--- src/mmc1_bus_pkg.sv ---
package mmc1_bus_pkg;

	////////////////////////////////////////////////////////////////////
	// bus widths
	////////////////////////////////////////////////////////////////////

	localparam int cpu_addr_w = 16;
	localparam int ppu_addr_w = 14;
	// 512K of PRG ROM
	localparam int prg_addr_w = 19;
	// 128K of CHR ROM or RAM
	localparam int chr_addr_w = 17;
	// 32K of battery SRAM, four 8K banks
	localparam int srm_addr_w = 15;
	localparam int sst_addr_w = 8;
	localparam int data_w     = 8;

	////////////////////////////////////////////////////////////////////
	// address and data types
	////////////////////////////////////////////////////////////////////

	// cpu side
	typedef logic [cpu_addr_w-1:0] cpu_addr_t;
	typedef logic [data_w-1:0]     byte_t;

	// ppu side
	typedef logic [ppu_addr_w-1:0] ppu_addr_t;

	// memories behind the mapper
	typedef logic [prg_addr_w-1:0] prg_addr_t;
	typedef logic [chr_addr_w-1:0] chr_addr_t;
	typedef logic [srm_addr_w-1:0] srm_addr_t;

	// save-state register space
	typedef logic [sst_addr_w-1:0] sst_addr_t;

endpackage

--- src/mmc1_reg_pkg.sv ---
package mmc1_reg_pkg;

	////////////////////////////////////////////////////////////////////
	// mapper registers
	////////////////////////////////////////////////////////////////////

	localparam int reg_w = 5;

	typedef logic [reg_w-1:0] map_reg_t;

	// register select, taken from cpu address bits 14:13
	localparam logic [1:0] reg_ctrl = 2'd0;
	localparam logic [1:0] reg_chr0 = 2'd1;
	localparam logic [1:0] reg_chr1 = 2'd2;
	localparam logic [1:0] reg_prg  = 2'd3;

	// save-state address of the shift buffer, registers sit at 0 to 3
	localparam logic [7:0] sst_buff_addr = 8'd4;

	// control bits above the two mirroring bits
	localparam int ctrl_prg_slot = 2;
	localparam int ctrl_prg_mode = 3;
	localparam int ctrl_chr_mode = 4;

	// prg register bit 4 turns the SRAM off
	localparam int prg_ram_dis = 4;

	localparam map_reg_t ctrl_reset_value = 5'b11111;

	// marker bit walks down to bit 0 on the fourth shift
	localparam map_reg_t buff_empty = 5'b10000;

	////////////////////////////////////////////////////////////////////
	// chr bank word, two readings
	////////////////////////////////////////////////////////////////////

	// rom boards use the whole word as a 4K bank number
	// SNROM/SUROM style ram boards reuse the upper bits for prg and sram
	typedef union packed {
		map_reg_t rom_bank;
		struct packed {
			logic       prg_256k;
			logic [1:0] srm_bank;
			logic       unused;
			logic       chr_4k;
		} ram;
	} chr_bank_u;

endpackage

--- src/mmc1_serial_port.sv ---
`timescale 1ns/1ps

module mmc1_serial_port
	import mmc1_bus_pkg::*;
	import mmc1_reg_pkg::*;
(
	input  logic      m2,
	input  logic      reg_rst,

	input  cpu_addr_t cpu_addr,
	input  byte_t     cpu_data,
	input  logic      cpu_rw,

	input  logic      sst_act,
	input  logic      sst_we,
	input  sst_addr_t sst_addr,
	input  byte_t     sst_dato,

	output map_reg_t  r_ctrl,
	output map_reg_t  r_chr0,
	output map_reg_t  r_chr1,
	output map_reg_t  r_prg,
	output byte_t     sst_di
);

	logic     wr_cycle;
	logic     wr_last;
	logic     reg_we;
	logic     serial_clear;
	logic     reg_load;
	logic     sst_reg_we;
	logic     sst_buff_we;
	map_reg_t shift_next;
	map_reg_t buff;
	map_reg_t map_regs [4];

	//////////////////////////////////////////////////////////////////////
	// write detection
	//////////////////////////////////////////////////////////////////////

	// any cpu write into 8000-ffff
	assign wr_cycle = cpu_addr[15] & ~cpu_rw;

	// second write of a back-to-back pair is dropped, as on the real chip
	assign reg_we       = wr_cycle & ~wr_last & ~sst_act;
	assign serial_clear = reg_we & cpu_data[7];

	// fifth write: marker has reached bit 0
	assign reg_load   = reg_we & ~cpu_data[7] & buff[0];
	assign shift_next = {cpu_data[0], buff[4:1]};

	always_ff @(posedge m2)
	begin
		if (reg_rst)
			wr_last <= 1'b0;
		else
			wr_last <= wr_cycle;
	end

	//////////////////////////////////////////////////////////////////////
	// shift buffer and register file
	//////////////////////////////////////////////////////////////////////

	assign sst_reg_we  = sst_we & (sst_addr[7:2] == 6'd0);
	assign sst_buff_we = sst_we & (sst_addr == sst_buff_addr);

	always_ff @(posedge m2)
	begin
		if (reg_rst)
		begin
			map_regs[reg_ctrl]              <= ctrl_reset_value;
			map_regs[reg_prg][prg_ram_dis]  <= 1'b0;
			buff                            <= buff_empty;
		end
		else if (sst_act)
		begin
			// restore path, cpu writes are ignored meanwhile
			if (sst_reg_we)
				map_regs[sst_addr[1:0]] <= sst_dato[4:0];
			if (sst_buff_we)
				buff <= sst_dato[4:0];
		end
		else if (serial_clear)
		begin
			buff <= buff_empty;
			// back to fixed-last 16K prg
			map_regs[reg_ctrl][ctrl_prg_mode:ctrl_prg_slot] <= 2'b11;
		end
		else if (reg_load)
		begin
			map_regs[cpu_addr[14:13]] <= shift_next;
			buff                      <= buff_empty;
		end
		else if (reg_we)
		begin
			buff <= shift_next;
		end
	end

	assign r_ctrl = map_regs[reg_ctrl];
	assign r_chr0 = map_regs[reg_chr0];
	assign r_chr1 = map_regs[reg_chr1];
	assign r_prg  = map_regs[reg_prg];

	// save-state readback
	always_comb
	begin
		if (sst_addr[7:2] == 6'd0)
			sst_di = {3'b000, map_regs[sst_addr[1:0]]};
		else if (sst_addr == sst_buff_addr)
			sst_di = {3'b000, buff};
		else
			sst_di = 8'hff;
	end

	//////////////////////////////////////////////////////////////////////
	// checks
	//////////////////////////////////////////////////////////////////////

	// marker bit never falls out of the buffer across a shift sequence
	a_buff_marker: assert property (@(posedge m2) disable iff (reg_rst || sst_act)
		buff != '0);

	// edge filter keeps loads at least one cycle apart
	a_load_spacing: assert property (@(posedge m2) disable iff (reg_rst)
		reg_load |=> !reg_load);

endmodule

--- src/mmc1_bank_map.sv ---
`timescale 1ns/1ps

module mmc1_bank_map
	import mmc1_bus_pkg::*;
	import mmc1_reg_pkg::*;
#(
	parameter bit prg_fixed_32k = 1'b0,
	parameter bit ram_always_on = 1'b0,
	parameter bit chr_ram       = 1'b0
)
(
	input  map_reg_t  r_ctrl,
	input  map_reg_t  r_chr0,
	input  map_reg_t  r_chr1,
	input  map_reg_t  r_prg,

	input  cpu_addr_t cpu_addr,
	input  logic      cpu_rw,
	input  ppu_addr_t ppu_addr,
	input  logic      ppu_oe_n,
	input  logic      ppu_we_n,
	input  byte_t     prg_do,
	input  byte_t     srm_do,

	output prg_addr_t prg_addr,
	output logic      prg_ce,
	output logic      prg_oe,
	output logic      prg_we,

	output chr_addr_t chr_addr,
	output logic      chr_ce,
	output logic      chr_oe,
	output logic      chr_we,

	output srm_addr_t srm_addr,
	output logic      srm_ce,
	output logic      srm_oe,
	output logic      srm_we,

	output logic      ciram_a10,
	output logic      ciram_ce,

	output logic      cpu_oe,
	output byte_t     cpu_do
);

	logic       prg_mode;
	logic       chr_mode;
	logic       ram_on;
	logic [3:0] prg_bank;
	logic [1:0] srm_bank;
	chr_bank_u  chr_bank;

	// prg_mode 0 is 32K, chr_mode 0 is 8K
	assign prg_mode = r_ctrl[ctrl_prg_mode];
	assign chr_mode = r_ctrl[ctrl_chr_mode];

	//////////////////////////////////////////////////////////////////////
	// bank selection
	//////////////////////////////////////////////////////////////////////

	always_comb
	begin
		if (!prg_mode)
			prg_bank = {r_prg[3:1], cpu_addr[14]};
		else if (r_ctrl[ctrl_prg_slot] != cpu_addr[14])
			prg_bank = r_prg[3:0];
		else if (cpu_addr[14])
			// fixed last bank at c000
			prg_bank = 4'hf;
		else
			// fixed first bank at 8000
			prg_bank = 4'h0;
	end

	always_comb
	begin
		if (!chr_mode)
			chr_bank.rom_bank = {r_chr0[4:1], ppu_addr[12]};
		else if (ppu_addr[12])
			chr_bank.rom_bank = r_chr1;
		else
			chr_bank.rom_bank = r_chr0;
	end

	// sram bank lines only exist on chr ram boards
	assign srm_bank = chr_ram ? chr_bank.ram.srm_bank : 2'b00;
	assign ram_on   = ~r_prg[prg_ram_dis] | ram_always_on;

	//////////////////////////////////////////////////////////////////////
	// memory pins
	//////////////////////////////////////////////////////////////////////

	// prg rom, 8000-ffff
	assign prg_ce          = cpu_addr[15];
	assign prg_oe          = cpu_rw;
	assign prg_we          = 1'b0;
	assign prg_addr[13:0]  = cpu_addr[13:0];
	assign prg_addr[14]    = prg_fixed_32k ? cpu_addr[14] : prg_bank[0];
	assign prg_addr[18:15] = {chr_bank.ram.prg_256k, prg_bank[3:1]};

	// sram, 6000-7fff
	assign srm_ce          = (cpu_addr[15:13] == 3'b011) & ram_on;
	assign srm_oe          = cpu_rw;
	assign srm_we          = srm_ce & ~cpu_rw;
	assign srm_addr[12:0]  = cpu_addr[12:0];
	assign srm_addr[14:13] = srm_bank;

	// pattern tables, 0000-1fff on the ppu bus
	assign chr_ce          = ~ppu_addr[13];
	assign chr_oe          = ~ppu_oe_n;
	assign chr_we          = chr_ram & chr_ce & ~ppu_we_n;
	assign chr_addr[11:0]  = ppu_addr[11:0];
	assign chr_addr[16:12] = chr_ram ? {4'b0000, chr_bank.ram.chr_4k} : chr_bank.rom_bank;

	//////////////////////////////////////////////////////////////////////
	// mirroring and cpu read data
	//////////////////////////////////////////////////////////////////////

	// 0 and 1 single screen, 2 vertical on A10, 3 horizontal on A11
	always_comb
	begin
		case (r_ctrl[1:0])
			2'd0:    ciram_a10 = 1'b0;
			2'd1:    ciram_a10 = 1'b1;
			2'd2:    ciram_a10 = ppu_addr[10];
			default: ciram_a10 = ppu_addr[11];
		endcase
	end

	assign ciram_ce = ~ppu_addr[13];

	assign cpu_oe = (srm_ce & srm_oe) | (prg_ce & prg_oe);
	assign cpu_do = srm_ce ? srm_do : prg_do;

	// address windows must not overlap
	always_comb
	begin
		a_one_cpu_target: assert (!(srm_ce && prg_ce))
			else $error("sram and prg rom selected together");
	end

endmodule

--- src/mmc1_mapper.sv ---
`timescale 1ns/1ps

module mmc1_mapper
	import mmc1_bus_pkg::*;
	import mmc1_reg_pkg::*;
#(
	parameter bit prg_fixed_32k = 1'b0,
	parameter bit ram_always_on = 1'b0,
	parameter bit chr_ram       = 1'b0
)
(
	input  logic      m2,
	input  logic      reg_rst,

	// cpu bus
	input  cpu_addr_t cpu_addr,
	input  byte_t     cpu_data,
	input  logic      cpu_rw,
	input  byte_t     prg_do,
	input  byte_t     srm_do,
	output logic      cpu_oe,
	output byte_t     cpu_do,

	// ppu bus
	input  ppu_addr_t ppu_addr,
	input  logic      ppu_oe_n,
	input  logic      ppu_we_n,

	// save state
	input  logic      sst_act,
	input  logic      sst_we,
	input  sst_addr_t sst_addr,
	input  byte_t     sst_dato,
	output byte_t     sst_di,

	// memories and nametables
	output prg_addr_t prg_addr,
	output logic      prg_ce,
	output logic      prg_oe,
	output logic      prg_we,
	output chr_addr_t chr_addr,
	output logic      chr_ce,
	output logic      chr_oe,
	output logic      chr_we,
	output srm_addr_t srm_addr,
	output logic      srm_ce,
	output logic      srm_oe,
	output logic      srm_we,
	output logic      ciram_a10,
	output logic      ciram_ce
);

	map_reg_t r_ctrl;
	map_reg_t r_chr0;
	map_reg_t r_chr1;
	map_reg_t r_prg;

	mmc1_serial_port mmc1_serial_port_inst (
		.m2       (m2),
		.reg_rst  (reg_rst),
		.cpu_addr (cpu_addr),
		.cpu_data (cpu_data),
		.cpu_rw   (cpu_rw),
		.sst_act  (sst_act),
		.sst_we   (sst_we),
		.sst_addr (sst_addr),
		.sst_dato (sst_dato),
		.r_ctrl   (r_ctrl),
		.r_chr0   (r_chr0),
		.r_chr1   (r_chr1),
		.r_prg    (r_prg),
		.sst_di   (sst_di)
	);

	mmc1_bank_map #(
		.prg_fixed_32k (prg_fixed_32k),
		.ram_always_on (ram_always_on),
		.chr_ram       (chr_ram)
	) mmc1_bank_map_inst (
		.r_ctrl    (r_ctrl),
		.r_chr0    (r_chr0),
		.r_chr1    (r_chr1),
		.r_prg     (r_prg),
		.cpu_addr  (cpu_addr),
		.cpu_rw    (cpu_rw),
		.ppu_addr  (ppu_addr),
		.ppu_oe_n  (ppu_oe_n),
		.ppu_we_n  (ppu_we_n),
		.prg_do    (prg_do),
		.srm_do    (srm_do),
		.prg_addr  (prg_addr),
		.prg_ce    (prg_ce),
		.prg_oe    (prg_oe),
		.prg_we    (prg_we),
		.chr_addr  (chr_addr),
		.chr_ce    (chr_ce),
		.chr_oe    (chr_oe),
		.chr_we    (chr_we),
		.srm_addr  (srm_addr),
		.srm_ce    (srm_ce),
		.srm_oe    (srm_oe),
		.srm_we    (srm_we),
		.ciram_a10 (ciram_a10),
		.ciram_ce  (ciram_ce),
		.cpu_oe    (cpu_oe),
		.cpu_do    (cpu_do)
	);

endmodule

--- config.mk ---
export PLATFORM = sky130hd
export DESIGN_NAME = mmc1_mapper
export DESIGN_NICKNAME = d
export VERILOG_FILES = /design/src/mmc1_bus_pkg.sv /design/src/mmc1_reg_pkg.sv /design/src/mmc1_serial_port.sv /design/src/mmc1_bank_map.sv /design/src/mmc1_mapper.sv
export SDC_FILE = /design/constraint.sdc
export NUM_CORES = 1
export LEC_CHECK = 0
export ABC_AREA = 1
export BUFFER_PORTS_ARGS = -buffer_cell sky130_fd_sc_hd__buf_4
export CAP_MARGIN = 5
export CORE_MARGIN = 2
export CORE_UTILIZATION = 25
export CTS_CLUSTER_DIAMETER = 30
export CTS_CLUSTER_SIZE = 28
export DETAILED_ROUTE_END_ITERATION = 8
export MAX_ROUTING_LAYER = met4
export PLACE_DENSITY = 0.51
export SYNTH_ARGS = -nofsm -noshare
export SYNTH_HDL_FRONTEND = slang
export SYNTH_SLANG_ARGS = --single-unit
--- constraint.sdc ---
create_clock -name m2 -period 1.8 [get_ports m2]
set_clock_uncertainty 0.2 [all_clocks]
set_input_delay 0 -clock m2 [delete_from_list [all_inputs] [get_ports m2]]
set_output_delay 0 -clock m2 [all_outputs]
set_load 0.005 [all_outputs]
---- Yosys cells after proc, flatten, opt, wreduce, memory -nomap -nowiden ----
Memory sizes are Yosys's and may differ from the RTL's.
Cells that the tools add are included.
storage, ports and cells
  register bits ........................... 6
  bits in writable memories ............... 20
  input port bits ......................... 77
  output and inout bits ................... 79
  memories ................................ 1
memories
  memory                          words  width  rd ports  clocked after Yosys merged registers in  wr ports  RTL line                text
  mmc1_serial_port_inst.map_regs  4      5      5         0                                        2         mmc1_serial_port.sv:35  map_reg_t map_regs [4];
cells by class
  equality and inequality tests ........... 6
  mux-type cells .......................... 36
  bitwise gates (word level) .............. 21
  reductions and logical operators ........ 6
operators with widths
  kind                                                                   number
  5-bit 2-to-1 mux                                                       9
  8-bit 2-to-1 mux                                                       3
  1-bit 2-to-1 mux                                                       15
  1-bit AND                                                              12
  4-bit 2-to-1 mux                                                       3
  2-bit 2-to-1 mux                                                       5
  5-bit OR reduction                                                     2
  8-bit by 3-bit equality test with 1-bit output, second input constant  1
  1-bit inverter                                                         7
  6-bit zero test                                                        1
  4-bit nonzero test                                                     1
  3-bit by 2-bit equality test with 1-bit output, second input constant  1
  1-bit case mux with 3 select lines                                     1
  2-bit by 1-bit equality test with 1-bit output, second input constant  1
  2-bit equality test, second input constant                             1
  2-bit zero test                                                        1
  2-bit by 1-bit != test with 1-bit output, second input constant        1
  1-bit bitwise OR                                                       2
  2-bit AND reduction                                                    1
  1-bit != test                                                          1

---- Logic depth before layout (Yosys ltp) ----
  word-level depth ........................ 13
  mapped depth ............................ 10
  depth with buffers taken out ............ 10

---- Hierarchy ----
From an unflattened synthesis, not the netlist that was laid out.
unflattened totals
  cell total of the unflattened synthesis .. 286
  area total of the unflattened synthesis .. 2069.5 µm²
modules (own cells, without submodules)
  module            times used  cells each  area each (µm²)
  mmc1_serial_port  1           163         1371.3
  mmc1_bank_map     1           123         698.2

---- Worst setup path before layout ----
No wires, ideal clock.
  path type ............................... reg-to-reg
  start ................................... register mmc1_serial_port_inst.buff[0]
  end ..................................... memory mmc1_serial_port_inst.map_regs[0][0] (netlist bit) (enable)
  data arrival time ....................... 1120 ps
  required time ........................... 1289 ps
  setup slack ............................. 169 ps
  stages on the path, launching flop included .. 11
  path buffers ............................ 0
  path through ............................ dfxtp_1 inv_2 nor2_4 nand3_4 nand2_2 inv_2 nand2_2 nand2_4 inv_4 nand2_2 a21oi_2
RTL lines
  element                   RTL line                text
  start: declaration        mmc1_serial_port.sv:34  map_reg_t buff;
  start signal: assignment  mmc1_serial_port.sv:73  buff <= buff_empty;
  start signal: assignment  mmc1_serial_port.sv:81  buff <= sst_dato[4:0];
  start signal: assignment  mmc1_serial_port.sv:85  buff <= buff_empty;
  end: declaration          mmc1_serial_port.sv:35

==> results.sh <==
export IMPL_routed_via_count=2013
export IMPL_grt_util_met2=0.206
export IMPL_synth_seq_area_share=0.337
export IMPL_max_freq_ghz=0.570
export IMPL_place_area_um2=2500
export IMPL_layout_area_seq_um2=712
export IMPL_finalNetCount=442
export IMPL_worstPathRequired_ns=1.58
export IMPL_synth_top_cell_area_share=0.271
export IMPL_cts_max_level=1
export IMPL_stdcell_area_um2=2990
export IMPL_clock_insertion_delay_worst_skew_ns=0.27
export IMPL_rsz0062_at_grt="true"
export IMPL_layout_area_overhead_vs_synth_pct=42.1
export IMPL_multi_input_area_um2=857
export IMPL_synthTopCellsByCount="50 x sky130_fd_sc_hd__buf_4, 49 x sky130_fd_sc_hd__nand2_1, 36 x sky130_fd_sc_hd__inv_1, 29 x sky130_fd_sc_hd__nor2_1, 20 x sky130_fd_sc_hd__o21ai_0"
export IMPL_number_of_cells_after_detailed_placement=426
export IMPL_synth_most_common_cell="sky130_fd_sc_hd__buf_4"
export IMPL_synth_largest_area_cell="sky130_fd_sc_hd__edfxtp_1"
export IMPL_crit_type="register to register"
export IMPL_p_leak_uw=0.00142
export IMPL_crit_path_max_fanout=5
export IMPL_routed_via_density=4.29
export IMPL_die_height_um=95.8
export IMPL_final_setup_violating_endpoints=0
export IMPL_rows=33
export IMPL_fin_tns_setup_ns=0
export IMPL_synth_area_um2=2110
export IMPL_cp_data_arrival_time_ns=1.53
export IMPL_detailedRoute_firstPassIterationCount=4
export IMPL_layout_core_utilization=0.366
export IMPL_groute_layer_met3_usage=0.0196
export IMPL_routabilityCongestion=0.841
export IMPL_result_of_the_run="finished clean"
export IMPL_gr_usage_all_layers=0.122
export IMPL_tritoncts_clock_tree="built"
export IMPL_detail_route_antenna_nets=0
export IMPL_synth_edf_count=19
export IMPL_via_count_of_the_first_global_routing_pass=1805
export IMPL_met1_usage=0.161
export IMPL_grt_first_pass_wirelength_um=8450
export IMPL_cp_end_kind="register"
export IMPL_hold_start="ppu_oe_n"
export IMPL_launch_point_of_the_worst_reg_to_reg_path="mmc1_serial_port_inst.buff[0]"
export IMPL_dr_first_iter_drc_count=69
export IMPL_synth_yosys_warnings=0
export IMPL_detail_route_drc_violations=0
export IMPL_insertedDiodeCount=0
export IMPL_most_frequent_cell_on_the_critical_path="sky130_fd_sc_hd__nand2_2"
export IMPL_total_power_draw_uw=1500
export IMPL_start_util=0.258
export IMPL_die_w_um=95.8
export IMPL_crit_chain="inv_2 > nor2_4 > nand3_4 > nand2_2 > inv_2 > nand2_2 > nand2_4 > inv_4 > nand2_2 > a21oi_4"
export IMPL_slowest_stage="sky130_fd_sc_hd__dfxtp_2"
export IMPL_hold_class="primary input to output port"
export IMPL_grt_start_max_net_pins=16
export IMPL_gr_max_usage_layer="met2"
export IMPL_netlist_top_cells_area="sky130_fd_sc_hd__edfxtp_1 27%, sky130_fd_sc_hd__buf_4 18%, sky130_fd_sc_hd__nand2_1 8.7%"
export IMPL_clockRootBuffer="sky130_fd_sc_hd__clkbuf_8"
export IMPL_hpwl_after_dpl_um=4500
export IMPL_final_min_clock_period_ns=1.75
export IMPL_layout_worst_path_cycle_share=0.974
export IMPL_synth_top_flop_cell="sky130_fd_sc_hd__edfxtp_1"
export IMPL_finish_cell_count_without_fillers=469
export IMPL_worst_setup_path_start_kind="register"
export IMPL_worst_path_largest_cell_delay_ns=0.35
export IMPL_timing_max_cap_violations=0
export IMPL_globalRoute_totalOverflow=0
export IMPL_numPortBuffers=82
export IMPL_route_detailed_wl_per_inst_um=12.2
export IMPL_critPathLaunch="mmc1_serial_port_inst.buff[0]"
export IMPL_core_area_um2=8180
export IMPL_post_route_cells_drive_above_1_share=0.346
export IMPL_power_per_cell_area_nw_per_um2=501
export IMPL_synth_distinct_cells=34
export IMPL_antenna_found_initial=0
export IMPL_cts_sink_count=26
export IMPL_synth_ff_latch_count=26
export IMPL_drv_slew=0
export IMPL_cts_buffers=3
export IMPL_worst_setup_hold_path_clk_slew_ns=0.09
export IMPL_critPathBufInv=3
export IMPL_ios=156
export IMPL_worst_ir_drop_vdd_uv=265
export IMPL_postRouteWirelength_um=5720
export IMPL_die_area_um2=9170
export IMPL_ys_async_sr_fraction=0
export IMPL_clock_tree_buffer_depth=2
export IMPL_syn_area_per_cell_um2=7.39
export IMPL_hold_violations=0
export IMPL_cp_top_family="simple AND/OR/NAND/NOR gates"
export IMPL_synthCells=285
export IMPL_num_fill_cells=874
[area by class of cell]
type                            count  share of cell area
Tap cell                          105              0.0439
Multi-Input combinational cell    164               0.286
Timing Repair Buffer              126               0.349
Clock buffer                        3              0.0138
Clock inverter                      1              0.0100
Sequential cell                    26               0.238
Inverter                           44              0.0586
[sequential cells by signal, indices dropped and copies added, names as in the netlist]
register                        count
mmc1_serial_port_inst.map_regs     20
mmc1_serial_port_inst.buff          5
mmc1_serial_port_inst.wr_last       1
[stage by stage]
stage          hold WS, ns  worst slack [ns]
2_1_floorplan       -0.173             0.169
3_3_place_gp        -0.200            0.0701
3_5_place_dp        -0.200            0.0303
4_1_cts             0.0167           0.00594
5_1_grt             0.0380           -0.0157
6_report            0.0202            0.0462
[report_power, final]
group / internal [uW] / switching, uW
registers: 643 / 6.66
clock network: 297 / 185
logic: 207 / 159
total: 1150 / 351
[kinds of logic (layout without fill, tap and decap cells)]
family	count (synthesis)	count (layout)	synth area share
AOI/OAI and AO/OA	53	53	0.141
and+or+nand+nor	107	107	0.245
buffers and inverters	98	174	0.274
other	1	4	0.00178
DFF	26	26	0.337
[path summary, 6_finish.rpt]
| path | end | slack, ns | cells after the start |
|---|---|---|---|
| worst min-delay path | chr_oe | 0.02 | 3 |
| worst max register to register | mmc1_serial_port_inst.map_regs[0][0] | 0.05 | 10 |
| worst min register to register | mmc1_serial_port_inst.map_regs[3][4] | 0.30 | 2 |
| worst max-delay path | mmc1_serial_port_inst.map_regs[0][0] | 0.05 | 10 |
[placed cells by master, fill, tap and decap left out, drive strengths merged]
master / count
o21ai: 22
nand3: 4
a31oi: 3
nor2: 36
bufinv: 1
o22ai: 1
nor3: 6
nand4: 3
dfxtp: 7
nand2: 57
a21boi: 1
o21bai: 1
a22oi: 2
buf: 88
edfxtp: 19
dlygate4sd3: 38
or2: 1
clkinvlp: 1
a21oi: 18
o211ai: 4
a221oi: 1
inv: 41
clkinv: 2
conb: 4
clkbuf: 3
[worst register-to-register path, cell delays in order (launching register included)]
cell	delay, ns
sky130_fd_sc_hd__dfxtp_2	0.35
sky130_fd_sc_hd__inv_2	0.05
sky130_fd_sc_hd__nor2_4	0.09
sky130_fd_sc_hd__nand3_4	0.10
sky130_fd_sc_hd__nand2_2	0.10
sky130_fd_sc_hd__inv_2	0.07
sky130_fd_sc_hd__nand2_2	0.09
sky130_fd_sc_hd__nand2_4	0.08
sky130_fd_sc_hd__inv_4	0.08
sky130_fd_sc_hd__nand2_2	0.08
sky130_fd_sc_hd__a21oi_4	0.17
[timing repair]
| item | CTS | global route |
|---|---|---|
| setup buffers | 0 | 1 |
| hold buffers | 38 | 0 |
| setup endpoints to repair | 0 | 22 |
| gates resized for setup | 0 | 13 |
| hold endpoints to repair | 46 | 0 |
[layer usage]
metal  part of all wire  wire length, um
met1               0.44             2510
met3              0.086              492
met4             0.0023               13
met2               0.47             2710
met5                  0                0
Note: power is estimated with default switching activity, not from simulation.
